### src/logic/mips_ctrl_pkg.sv
package mips_ctrl_pkg;

    // Instruction word and field geometry
    localparam int instr_width    = 32;
    localparam int reg_addr_width = 5;

    localparam int opcode_msb = 31;
    localparam int opcode_lsb = 26;
    localparam int opcode_width = opcode_msb - opcode_lsb + 1; // 6 bits

    localparam int rs_msb = 25;  // First source register
    localparam int rs_lsb = 21;
    localparam int rt_msb = 20;  // Second source, or destination for I-type
    localparam int rt_lsb = 16;
    localparam int rd_msb = 15;  // Destination for R-type
    localparam int rd_lsb = 11;

    localparam int phase_count = 5; // One instruction every five cycles

    // Opcodes handled by the control unit
    typedef enum logic [opcode_width-1:0] {
        OP_ADD  = 6'b000000,
        OP_ADDU = 6'b000001,  // Decoded as ADD
        OP_SUB  = 6'b000010,
        OP_SUBU = 6'b000011,  // Decoded as SUB
        OP_SLL  = 6'b000100,
        OP_SRL  = 6'b000101,
        OP_NOR  = 6'b000110,
        OP_AND  = 6'b000111,
        OP_ADDI = 6'b001000,
        OP_OR   = 6'b001001,
        OP_ORI  = 6'b001010,
        OP_XOR  = 6'b001011,
        OP_ANDI = 6'b001100,  // Own code, no longer aliased with ADDI
        OP_LW   = 6'b100011,
        OP_SW   = 6'b101011
    } opcode_t;

    // ALU operation select
    typedef enum logic [3:0] {
        ALU_NONE = 4'b0000,  // Idle, also used for bubbles
        ALU_ADD  = 4'b0010,
        ALU_SUB  = 4'b0011,
        ALU_AND  = 4'b0100,
        ALU_OR   = 4'b0101,
        ALU_XOR  = 4'b0110,
        ALU_SLL  = 4'b1000,
        ALU_SRL  = 4'b1001,
        ALU_NOR  = 4'b1010
    } alu_op_t;

    // Register file selects for one instruction
    typedef struct packed {
        logic [reg_addr_width-1:0] read_register_1;  // rs
        logic [reg_addr_width-1:0] read_register_2;  // rt
        logic [reg_addr_width-1:0] write_register;   // rd, rt or zero
    } reg_sel_t;

    // Everything the decoder derives from the opcode, 9 bits
    typedef struct packed {
        alu_op_t alu_op;
        logic    alu_src;     // 1 selects the immediate as operand B
        logic    reg_write;   // Result goes back to the register file
        logic    mem_to_reg;  // Write-back data comes from RAM
        logic    ram_read;
        logic    ram_write;
    } ctrl_word_t;

    // Instruction phases in execution order
    typedef enum logic [2:0] {
        FETCH     = 3'd0,
        DECODE    = 3'd1,
        EXECUTE   = 3'd2,
        MEMORY    = 3'd3,
        WRITEBACK = 3'd4
    } phase_t;

endpackage

### src/logic/control_unit.sv
`timescale 1ns/10ps

module control_unit
    import mips_ctrl_pkg::*;
(
    input  logic                   clk,
    input  logic                   reset,
    input  logic [instr_width-1:0] instruction,       // Valid the cycle after pc_increment
    output logic                   pc_increment,
    output alu_op_t                alu_op,
    output logic                   alu_src,
    output logic                   reg_write_enable,
    output logic                   mem_to_reg,
    output logic                   ram_read_enable,
    output logic                   ram_write_enable,
    output reg_sel_t               reg_sel
);

    ctrl_word_t decoded;      // Zero-latency decode of the current word
    reg_sel_t   decoded_sel;

    // Combinational opcode table
    opcode_decoder u_decoder (
        .instruction (instruction),
        .decoded     (decoded),
        .decoded_sel (decoded_sel)
    );

    // Five-phase sequencer with registered outputs
    phase_controller u_phase (
        .clk              (clk),
        .reset            (reset),
        .decoded          (decoded),
        .decoded_sel      (decoded_sel),
        .pc_increment     (pc_increment),
        .alu_op           (alu_op),
        .alu_src          (alu_src),
        .reg_write_enable (reg_write_enable),
        .mem_to_reg       (mem_to_reg),
        .ram_read_enable  (ram_read_enable),
        .ram_write_enable (ram_write_enable),
        .reg_sel          (reg_sel)
    );

endmodule

### src/logic/opcode_decoder.sv
`timescale 1ns/10ps

module opcode_decoder
    import mips_ctrl_pkg::*;
(
    input  logic [instr_width-1:0] instruction,
    output ctrl_word_t             decoded,      // Control word for this opcode
    output reg_sel_t               decoded_sel   // Register selects for this instruction
);

    opcode_t opcode;

    logic [reg_addr_width-1:0] rs_field;
    logic [reg_addr_width-1:0] rt_field;
    logic [reg_addr_width-1:0] rd_field;

    logic r_type;  // Register-register op, writes rd
    logic i_type;  // Immediate op, writes rt

    // Field extraction
    assign opcode   = opcode_t'(instruction[opcode_msb:opcode_lsb]);
    assign rs_field = instruction[rs_msb:rs_lsb];
    assign rt_field = instruction[rt_msb:rt_lsb];
    assign rd_field = instruction[rd_msb:rd_lsb];

    always_comb begin
        decoded = '0;    // Unknown opcode leaves a bubble
        r_type  = 1'b0;
        i_type  = 1'b0;

        case (opcode)
            // R-type group, operand B from the register file
            OP_ADD, OP_ADDU: begin
                decoded.alu_op = ALU_ADD;  // ADDU shares the adder path
                r_type         = 1'b1;
            end
            OP_SUB, OP_SUBU: begin
                decoded.alu_op = ALU_SUB;
                r_type         = 1'b1;
            end
            OP_SLL: begin
                decoded.alu_op = ALU_SLL;
                r_type         = 1'b1;
            end
            OP_SRL: begin
                decoded.alu_op = ALU_SRL;
                r_type         = 1'b1;
            end
            OP_NOR: begin
                decoded.alu_op = ALU_NOR;
                r_type         = 1'b1;
            end
            OP_AND: begin
                decoded.alu_op = ALU_AND;
                r_type         = 1'b1;
            end
            OP_OR: begin
                decoded.alu_op = ALU_OR;
                r_type         = 1'b1;
            end
            OP_XOR: begin
                decoded.alu_op = ALU_XOR;
                r_type         = 1'b1;
            end

            // Immediate group
            OP_ADDI: begin
                decoded.alu_op = ALU_ADD;
                i_type         = 1'b1;
            end
            OP_ANDI: begin
                decoded.alu_op = ALU_AND;
                i_type         = 1'b1;
            end
            OP_ORI: begin
                decoded.alu_op = ALU_OR;
                i_type         = 1'b1;
            end

            // Loads and stores add base and offset
            OP_LW: begin
                decoded.alu_op     = ALU_ADD;
                decoded.alu_src    = 1'b1;  // Offset is operand B
                decoded.ram_read   = 1'b1;
                decoded.mem_to_reg = 1'b1;  // Load data goes to rt
                decoded.reg_write  = 1'b1;
            end
            OP_SW: begin
                decoded.alu_op    = ALU_ADD;
                decoded.alu_src   = 1'b1;
                decoded.ram_write = 1'b1;   // rt supplies the store data
            end

            default: ;  // Bubble
        endcase

        if (i_type) begin
            decoded.alu_src = 1'b1;  // Immediate as operand B
        end
        decoded.reg_write = decoded.reg_write | r_type | i_type;
    end

    // Selects, destination depends on the instruction class
    always_comb begin
        decoded_sel.read_register_1 = rs_field;
        decoded_sel.read_register_2 = rt_field;
        if (r_type) begin
            decoded_sel.write_register = rd_field;
        end else if (i_type || opcode == OP_LW) begin
            decoded_sel.write_register = rt_field;
        end else begin
            decoded_sel.write_register = '0;  // SW and bubbles write nothing
        end
    end

endmodule

### src/logic/phase_controller.sv
`timescale 1ns/10ps

module phase_controller
    import mips_ctrl_pkg::*;
(
    input  logic       clk,
    input  logic       reset,
    input  ctrl_word_t decoded,           // From the decoder, valid during DECODE
    input  reg_sel_t   decoded_sel,
    output logic       pc_increment,      // One-cycle request for the next instruction
    output alu_op_t    alu_op,
    output logic       alu_src,
    output logic       reg_write_enable,
    output logic       mem_to_reg,
    output logic       ram_read_enable,
    output logic       ram_write_enable,
    output reg_sel_t   reg_sel
);

    // The outputs are registered, so this register runs one phase
    // ahead of them. It holds the phase the outputs move into on
    // the next clock edge.
    phase_t phase;
    phase_t phase_next;

    ctrl_word_t ctrl_q;  // Control word of the instruction in flight
    reg_sel_t   sel_q;   // Its register selects

    // Phase sequencing, free running
    always_comb begin
        case (phase)
            FETCH:     phase_next = DECODE;
            DECODE:    phase_next = EXECUTE;
            EXECUTE:   phase_next = MEMORY;
            MEMORY:    phase_next = WRITEBACK;
            WRITEBACK: phase_next = FETCH;
            default:   phase_next = FETCH;  // Recover from an illegal code
        endcase
    end

    always_ff @(posedge clk) begin
        if (reset) begin
            phase <= FETCH;  // First edge after reset raises pc_increment
        end else begin
            phase <= phase_next;
        end
    end

    // Instruction capture at the edge that closes DECODE
    always_ff @(posedge clk) begin
        if (reset) begin
            ctrl_q <= '0;
            sel_q  <= '0;
        end else if (phase == EXECUTE) begin
            ctrl_q <= decoded;      // Held for the rest of the instruction
            sel_q  <= decoded_sel;
        end
    end

    // Selects and ALU controls hold from EXECUTE until the next capture
    assign alu_op  = ctrl_q.alu_op;
    assign alu_src = ctrl_q.alu_src;
    assign reg_sel = sel_q;

    // Phase-gated enables
    always_ff @(posedge clk) begin
        if (reset) begin
            pc_increment     <= 1'b0;
            reg_write_enable <= 1'b0;
            mem_to_reg       <= 1'b0;
            ram_read_enable  <= 1'b0;
            ram_write_enable <= 1'b0;
        end else begin
            case (phase)
                FETCH: begin
                    pc_increment     <= 1'b1;  // Request the next instruction
                    reg_write_enable <= 1'b0;  // Write-back window closes
                    mem_to_reg       <= 1'b0;
                end
                DECODE: begin
                    pc_increment <= 1'b0;  // Single-cycle pulse
                end
                MEMORY: begin
                    ram_read_enable  <= ctrl_q.ram_read;   // LW only
                    ram_write_enable <= ctrl_q.ram_write;  // SW only
                    mem_to_reg       <= ctrl_q.mem_to_reg; // Kept through write-back
                end
                WRITEBACK: begin
                    ram_read_enable  <= 1'b0;
                    ram_write_enable <= 1'b0;
                    reg_write_enable <= ctrl_q.reg_write;
                end
                default: ;  // EXECUTE only captures, see above
            endcase
        end
    end

endmodule
### config.mk
export PLATFORM = sky130hd
export DESIGN_NAME = control_unit
export DESIGN_NICKNAME = d
export VERILOG_FILES = /design/src/logic/mips_ctrl_pkg.sv /design/src/logic/control_unit.sv /design/src/logic/opcode_decoder.sv /design/src/logic/phase_controller.sv
export SDC_FILE = /design/constraint.sdc
export NUM_CORES = 1
export LEC_CHECK = 0
export BUFFER_PORTS_ARGS = -buffer_cell sky130_fd_sc_hd__clkbuf_2
export CORE_ASPECT_RATIO = 2
export CORE_MARGIN = 8
export CORE_UTILIZATION = 51
export CTS_BUF_LIST = sky130_fd_sc_hd__clkbuf_16
export DETAILED_ROUTE_END_ITERATION = 7
export PLACE_DENSITY = 0.83
export REMOVE_ABC_BUFFERS = 1
export SLEW_MARGIN = 20
export SYNTH_ARGS = -nofsm -noshare
export SYNTH_HDL_FRONTEND = slang
export SYNTH_SLANG_ARGS = --single-unit
### constraint.sdc
create_clock -name clk -period 4.1 [get_ports clk]
set_input_delay 0.82 -clock clk [delete_from_list [all_inputs] [get_ports clk]]
set_output_delay 0.82 -clock clk [all_outputs]
set_load 0.03 [all_outputs]
After elaboration in Yosys (flattened, before gate mapping)

Index checks and enable logic that the tools add are counted.

Word-level logic and storage cells: 64
Output and inout bits: 25
Input bits: 34
Bits in registers: 32

Reduce and logical (&&, ||, !) cells: 14
Equal/unequal tests: 18
Bitwise logic cells: 2
Mux-type cells: 15

Operator list:

| kind               | number |
|---|---|
| $pmux 4 s8         | 1 |
| $eq 6x4->1 const B | 5 |
| $eq 6x3->1 const B | 4 |
| $eq 6x2->1 const B | 2 |
| $eq 6x6->1 const B | 2 |
| $pmux 3 s4         | 1 |
| $mux 5             | 2 |
| $pmux 1 s2         | 5 |
| $reduce_or 10->1   | 1 |
| $reduce_bool 2->1  | 4 |
| $reduce_or 2->1    | 4 |
| $eq 3x2->1 const B | 2 |
| $eq 6x1->1 const B | 1 |
| $logic_not 6->1    | 1 |
| $mux 1             | 5 |
| $reduce_or 5->1    | 1 |
| $eq 3x1->1 const B | 1 |
| $eq 3x3->1 const B | 1 |
| $logic_not 3->1    | 1 |
| $mux 3             | 1 |
| $reduce_or 3->1    | 1 |
| $or 1x1->1         | 2 |
| $logic_or 1x1->1   | 1 |

Depth between registers and ports, before layout

Gate-level depths: netlist of the first run.

Depth in word-level cells: 6
Depth in mapped cells: 6

Cells and area by module

From an unflattened synthesis of the first run, not the netlist that was laid out.

Cell total of the unflattened synthesis: 205
Area total of the unflattened synthesis: 1,621.6 um^2

Modules (own cells, without submodules):

| module           | sequential area each (um^2) | instances | cells an instance | area an instance (um^2) |
|---|---|---|---|---|
| phase_controller | 640.6                       | 1         | 148               | 1,229.9 |
| opcode_decoder   | 0.0                         | 1         | 57                | 391.6 |

Least setup slack after synthesis of the first run

Ideal clock, no wire load.

Path kind: input-to-reg
Start point: input instruction[27]
End point: register u_phase.sel_q (netlist bit u_phase.reg_sel[0])
Data arrival time: 1,847 ps
Cell stages on the path: 5
Slack: 2,165 ps
Data required time: 4,012 ps
Library setup time: 88 ps
Buffers on the path: 1
Cell sequence: clkbuf_1 -> nand2_1 -> a22oi_1 -> o211ai_4 -> o32ai_2

Cells in the longest elaborated chain, start to end: 6
Elaborated cells between the ends (all ways): 21
Classes of those cells: eq/ne: 13; mux: 4; reduce/logical: 4

RTL lines:

| what                             | line                   | source |
|---|---|---|
| from (decl)                      | control_unit.sv:8      | `input logic [instr_width-1:0] instruction,` |
| $eq 6x4->1                       | opcode_decoder.sv:31   | `case (opcode)` |
| $reduce_or 3->1 (no source line) | --                     |  |
| $mux 1                           | opcode_decoder.sv:31   |  |
| $logic_or 1x1->1                 | opcode_decoder.sv:109  | `end else if (i_type \|\| opcode == OP_LW) begin` |
| $mux 5                           | opcode_decoder.sv:109  |  |
| $mux 5 *                         | opcode_decoder.sv:107  | `if (r_type) begin` |
| to (signal assigned)             | phase_controller.sv:56 | `sel_q <= decoded_sel;` |
| to (decl)                        | phase_controller.sv:27 | `reg_sel_t sel_q;` |

Mark *: on every way between the ends. The rest lies on a longest branch, timed or not.
A chain may end at the register's enable or synchronous reset.

Worst setup path after layout of the first run

Start point: register u_phase.phase[1]
End point: register u_phase.sel_q (netlist bit u_phase.reg_sel[2])

Cells in the longest elaborated chain, start to end: 1

RTL lines:

| what                   | line                   | source |
|---|---|---|
| from (decl)            | phase_controller.sv:23 | `phase_t phase;` |
| from (signal assigned) | phase_controller.sv:45 | `phase <= phase_next;` |
| $eq 3x2->1             | phase_controller.sv:54 | `end else if (phase == EXECUTE) begin` |

Every way passes these cells.

==> results of run 1 <==
cell families (layout without fill, tap and decap cells):
| family | count (synthesis) | after routing | synth area share (%) |
|---|---|---|---|
| simple gates | 65 | 65 | 21.0 |
| compound gates | 48 | 48 | 24.9 |
| flops | 31 | 31 | 41.6 |
| buf+inv | 20 | 57 | 7.38 |
| mux | 5 | 5 | 3.36 |
| xor+xnor | 3 | 3 | 1.76 |
report_power, final:
group	internal [uW]	total [uW]	switching, uW
Combinational	41.7	119	77.6
Clock	217	332	115
Sequential	316	329	12.9
Total	574	779	205
cell usage after synthesis (all sizes together):
cell type,count,area (sq um)
a32o,2,20.0
o211ai,1,21.3
a2bb2oi,1,8.76
buf,10,72.6
nor2,11,57.6
a22o,2,17.5
nand2b,3,18.8
inv,2,7.51
and3,1,6.26
nand3b,2,15.0
a31oi,1,6.26
a22oi,4,30.0
o2bb2ai,1,8.76
xor2,1,8.76
xnor2,2,17.5
o32a,1,10.0
mux2i,5,50.1
nor3b,1,12.5
a21oi,17,85.1
nor3,7,35.0
a211oi,3,22.5
nor2b,3,18.8
dfxtp,31,621
nand2,33,124
o21ai,7,35.0
o22ai,1,6.26
o32ai,5,81.3
nand4,1,6.26
or3b,1,8.76
a21o,1,7.51
nand3,2,10.0
a21boi,1,11.3
clkbuf,8,30.0
metal layers:
metal	wire [microns]	GRT usage, %	part of all wire [%]
met1	1430	16.2	43
met2	1560	22.2	47
met3	290	7.38	8.7
met4	48	4.96	1.4
met5	0	0	0
cell type report:
cell class,count,area share [%]
Inverter,2,0.416
Tap cell,30,2.08
Sequential cell,31,34.4
Clock buffer,5,6.94
Multi-Input combinational cell,121,42.2
Clock inverter,2,0.486
Timing Repair Buffer,48,13.5
per-stage QoR:
| stage | util, % | cell area [sq um] |
|---|---|---|
| 2_1_floorplan | - | 1390 |
| 3_3_place_gp | 58.1 | 1670 |
| 3_5_place_dp | 58.1 | 1670 |
| 4_1_cts | 62.8 | 1800 |
| 5_1_grt | 62.8 | 1800 |
| 6_report | 62.8 | 1800 |
worst max-delay path by stage:
stage,cells past startpoint,slack [ps],endpoint,startpoint
final,4,2040,u_phase.reg_sel[2],u_phase.phase[1]
after global routing,4,1900,u_phase.reg_sel[2],u_phase.phase[1]
after CTS,4,2020,u_phase.reg_sel[2],u_phase.phase[1]
after detailed placement,4,1930,u_phase.alu_op[2],reset
after global placement,4,1930,u_phase.alu_op[2],reset
after floorplan,4,2340,u_phase.reg_sel[0],instruction[30]
worst min-delay path, cell delays in order, from the launching register on:
cell and delay, ps:
dfxtp_1 300, nand2_1 50, a21oi_1 50
==> run metrics, run 1 <==
H-tree depth 2; total power 779 uW; FF/Latch Area 621 sq um; Pre-Repair DR Iteration Count 4; fmax 485 MHz; FP Rows 28; Synthesis Warnings 0; Setup Skew 3.93 ps; CP Buf/Inv Count 0; final hold viol count 0; number of port buffers 47; number of antenna violations at the first check in global routing 0; hold wc startpoint u_phase.reg_sel[10]; worst reg2reg startpoint u_phase.phase[1]; most frequent cells in the layout clkbuf_2 (47), nand2_1 (33), dfxtp_1 (31); Die Span X 54.2 microns; syn_area_per_cell 8.67 sq um; area of the multi-input gates 761 sq um; # fillers 260; Die Area 5020 sq um; Initial Util 51.9%; DRT Wirelength 3340 microns; CP delay by family, top simple AND/OR/NAND/NOR gates; DIE HEIGHT 92.5 microns; Total GRT Usage 14.4%; status complete, no violations; dpl ws 1930 ps; RSZ-0062 raised after global routing false; first-pass GRT wire length 5710 microns; post-synthesis sequential area ratio 41.6%; Finished Layout Cells 239; Worst EP required 4270 ps; arrival time worst endpoint 2230 ps; synthesis-to-finish area growth 20.9%; Setup TNS 0 ps; Critical Path Fanout Max 19; mapped cell area 1490 sq um; # setup viols final 0; largest net degree at the start of global routing 30; final RePlAce weighted congestion 0.846; Detail Placement HPWL 2450 microns; slowest stage cell, crit path or3b_1; Startpoint Class flop; Cell variety after synth 36; Clock Sinks 31; ANT nets after route 0; number of buffers created by CTS 5; clock buffer depth 2; CTS tree done; Post-CTS Setup Repair Bufs 0; FF-to-FF path depth 4; Hold Buf Count CTS 0; Slew Limit Fails 0; layout cells sized above 1 30.1%; Reg clk slew, reported paths 50 ps; Max-Slew Margin vs Limit 47.3%; CP endpoint kind flop; final clock period utilization by the worst path 50.3%; Clk Latency, worst-skew pair 270 ps; max cap viols 0; CP Cell Sequence or3b_1, nor2_8, o211ai_4, o32ai_2; Initial DRC Count 21; vias in the first global route 1,349; Worst Path Class, Setup flop to flop; PostCTS Resize Cnt 0; hold endpoint u_phase.reg_sel[10]; gr ovfl total 0; vias per cell 5.56; hold depth 2; CORE AREA 2870 sq um; diode count 0; Tmin final 2060 ps; Reg-to-Reg End u_phase.reg_sel[2]; max reg flops 15; CTS Root Cell clkbuf_16; fin nets 243; I/O pins 59; Power Density 432 nW/um^2; R2R setup slack 2040 ps; Seq cells post-synth 31; Hold Slack 453 ps; via count 1,330; drc violations 0; setup ws final 2040 ps; most common cell after layout, fill and taps aside clkbuf_2; Pleak 0.000743 uW; measured slew at the worst slew-check pin 790 ps; drt wl/cell 14.0 microns; Max stage delay on crit path 730 ps; HP Class flop to flop; Peak supply drop 0.315 mV; post-synthesis cell count 172; DP Cell Count 232
No activity file was read; power rests on OpenSTA's default activity.
==> inputs of run 2 (changes only) <==
--- a/config.mk
+++ b/config.mk
@@ -8,10 +8,10 @@
 export BUFFER_PORTS_ARGS = -buffer_cell sky130_fd_sc_hd__clkbuf_2
 export CORE_ASPECT_RATIO = 2
 export CORE_MARGIN = 8
-export CORE_UTILIZATION = 51
+export CORE_UTILIZATION = 43
 export CTS_BUF_LIST = sky130_fd_sc_hd__clkbuf_16
 export DETAILED_ROUTE_END_ITERATION = 7
-export PLACE_DENSITY = 0.83
+export PLACE_DENSITY = 0.75
 export REMOVE_ABC_BUFFERS = 1
 export SLEW_MARGIN = 20
 export SYNTH_ARGS = -nofsm -noshare
==> constraint.sdc (replaced) <==
create_clock -name clk -period 1.7 [get_ports clk]
set_input_delay 0.34 -clock clk [delete_from_list [all_inputs] [get_ports clk]]
set_output_delay 0.34 -clock clk [all_outputs]
set_load 0.03 [all_outputs]
==> run 2 against run 1 <==
Effect of this change: combinational power increased to 2.8 times the previous value; clock power increased to 3.0 times the previous value; clock-buffer cell count unchanged; sequential share of layout area decreased by 1.9 points; maximum frequency increased by 29%; non-clock buffer count increased by 10.
==> run metrics, run 2 (synthesized netlist as in run 1, its figures left out) <==
status complete, no violations; gr ovfl total 0; measured slew at the worst slew-check pin 456 ps; Power Density 1090 nW/um^2; CTS Root Cell clkbuf_16; Pre-Repair DR Iteration Count 4; max reg flops 15; drc violations 0; Slew Limit Fails 0; sequential share of power 37.1%; ANT nets after route 0; HP Class input port to flop; vias in the first global route 1,359; CTS tree done; Startpoint Class flop; final clock period utilization by the worst path 94.4%; layout cells sized above 1 33.6%; Total GRT Usage 14.2%; Setup Skew 5.25 ps; CP Cell Sequence or3b_1, nor2_8, o211ai_4, o32ai_2; Die Area 5720 sq um; Clk Latency, worst-skew pair 270 ps; Die Span X 57.6 microns; Pint 1560 uW; DIE HEIGHT 99.3 microns; Hold Buf Count CTS 0; largest net degree at the start of global routing 29; via count 1,379; Peak supply drop 0.586 mV; final hold viol count 0; FP Rows 30; FF-to-FF path depth 4; Critical Path Fanout Max 9; I/O pins 59; DRT Wirelength 3720 microns; Post-CTS Setup Repair Bufs 0; Initial Util 44.6%; number of port buffers 47; CP endpoint kind flop; Net Switching 527 uW; R2R setup slack 100 ps; fmax 623 MHz; Initial DRC Count 25; # fillers 327; clock buffer depth 2; arrival time worst endpoint 1780 ps; Worst EP required 1880 ps; crit path capture u_phase.reg_sel[2]; Most Crowded Layer GR met2; H-tree depth 2; fin nets 253; final RePlAce weighted congestion 0.877; first-pass GRT wire length 6380 microns; met1 Use GR 15.1%; most frequent cells in the layout clkbuf_2 (47), nand2_1 (33), dfxtp_1 (31); Clock Sinks 31; Reg-to-Reg End u_phase.reg_sel[2]; # setup viols final 0; PostCTS Resize Cnt 0; synthesis-to-finish area growth 28.1%; number of buffers created by CTS 5; Combinational Power Share 15.9%; slowest stage cell, crit path or3b_1; clock network power share 47.0%; drt wl/cell 14.8 microns; most common cell after layout, fill and taps aside clkbuf_2; RSZ-0062 raised after global routing false; vias per cell 5.47; GR met2 Demand/Resource 23.8%; CP Launch Point u_phase.phase[0]; Detail Placement HPWL 2820 microns; worst reg2reg startpoint u_phase.phase[0]; Hold Slack 287 ps; met3 GRT Util 3.88%; Switching Share 25.2%; Max stage delay on crit path 580 ps; max cap viols 0; Reg clk slew, reported paths 50 ps; diode count 0; Max-Slew Margin vs Limit 69.6%; CORE AREA 3340 sq um; Pleak 0.000806 uW; Setup TNS 0 ps; Worst Path Class, Setup flop to flop; Tmin final 1600 ps; number of antenna violations at the first check in global routing 0
run 2: worst min-delay path by stage:
stage	start	endpoint	slack, ps	cells past startpoint
final	instruction[21]	u_phase.reg_sel[10]	290	3
after global routing	instruction[23]	u_phase.reg_sel[12]	310	3
after CTS	instruction[21]	u_phase.reg_sel[10]	280	3
after detailed placement	u_phase.reg_sel[9]	u_phase.reg_sel[9]	450	2
after global placement	u_phase.reg_sel[9]	u_phase.reg_sel[9]	440	2
after floorplan	reset	u_phase.alu_op[3]	410	1
run 2: critical path: cells and delay by family, from the launching register on:
kind,cells,cell delay (ps)
DFF,1,310
and+or+nand+nor,2,760
AOI/OAI and AO/OA,2,440
run 2: layer usage:
metal,vias up,wire length (microns)
met5,-,0
li1,697,-
met3,8,194
met2,42,1980
met1,632,1450
met4,0,92
run 2: through the flow:
stage                     utilization (%)  cell area, sq um  power [uW]  setup slack (ps)  instances
final                                57.2              1910        2090              95.1        252
after global routing                 57.2              1910        2190              26.5        252
after CTS                            57.2              1910        2110              83.5        252
after detailed placement             52.3              1750        1130               120        244
after global placement               52.3              1750        1120               142        244
after floorplan                         -              1390         982             -44.9        154
run 2: area by class of cell:
type / count / area (sq um) / area share (%)
well taps: 32 / 40.0 / 2.10
clock buffers: 5 / 125 / 6.55
multi-input cells: 121 / 761 / 39.8
flip-flops and latches: 31 / 621 / 32.5
clock inverters: 3 / 38.8 / 2.03
inverters: 2 / 7.51 / 0.393
repair buffers: 58 / 318 / 16.6
run 2: power groups by stage:
stage          Clock [uW]  Sequential (uW)  Combinational [uW]
2_1_floorplan           0              851                 131
3_3_place_gp            0              790                 331
3_5_place_dp            0              791                 335
4_1_cts               999              776                 336
5_1_grt              1040              780                 367
6_report              981              776                 333
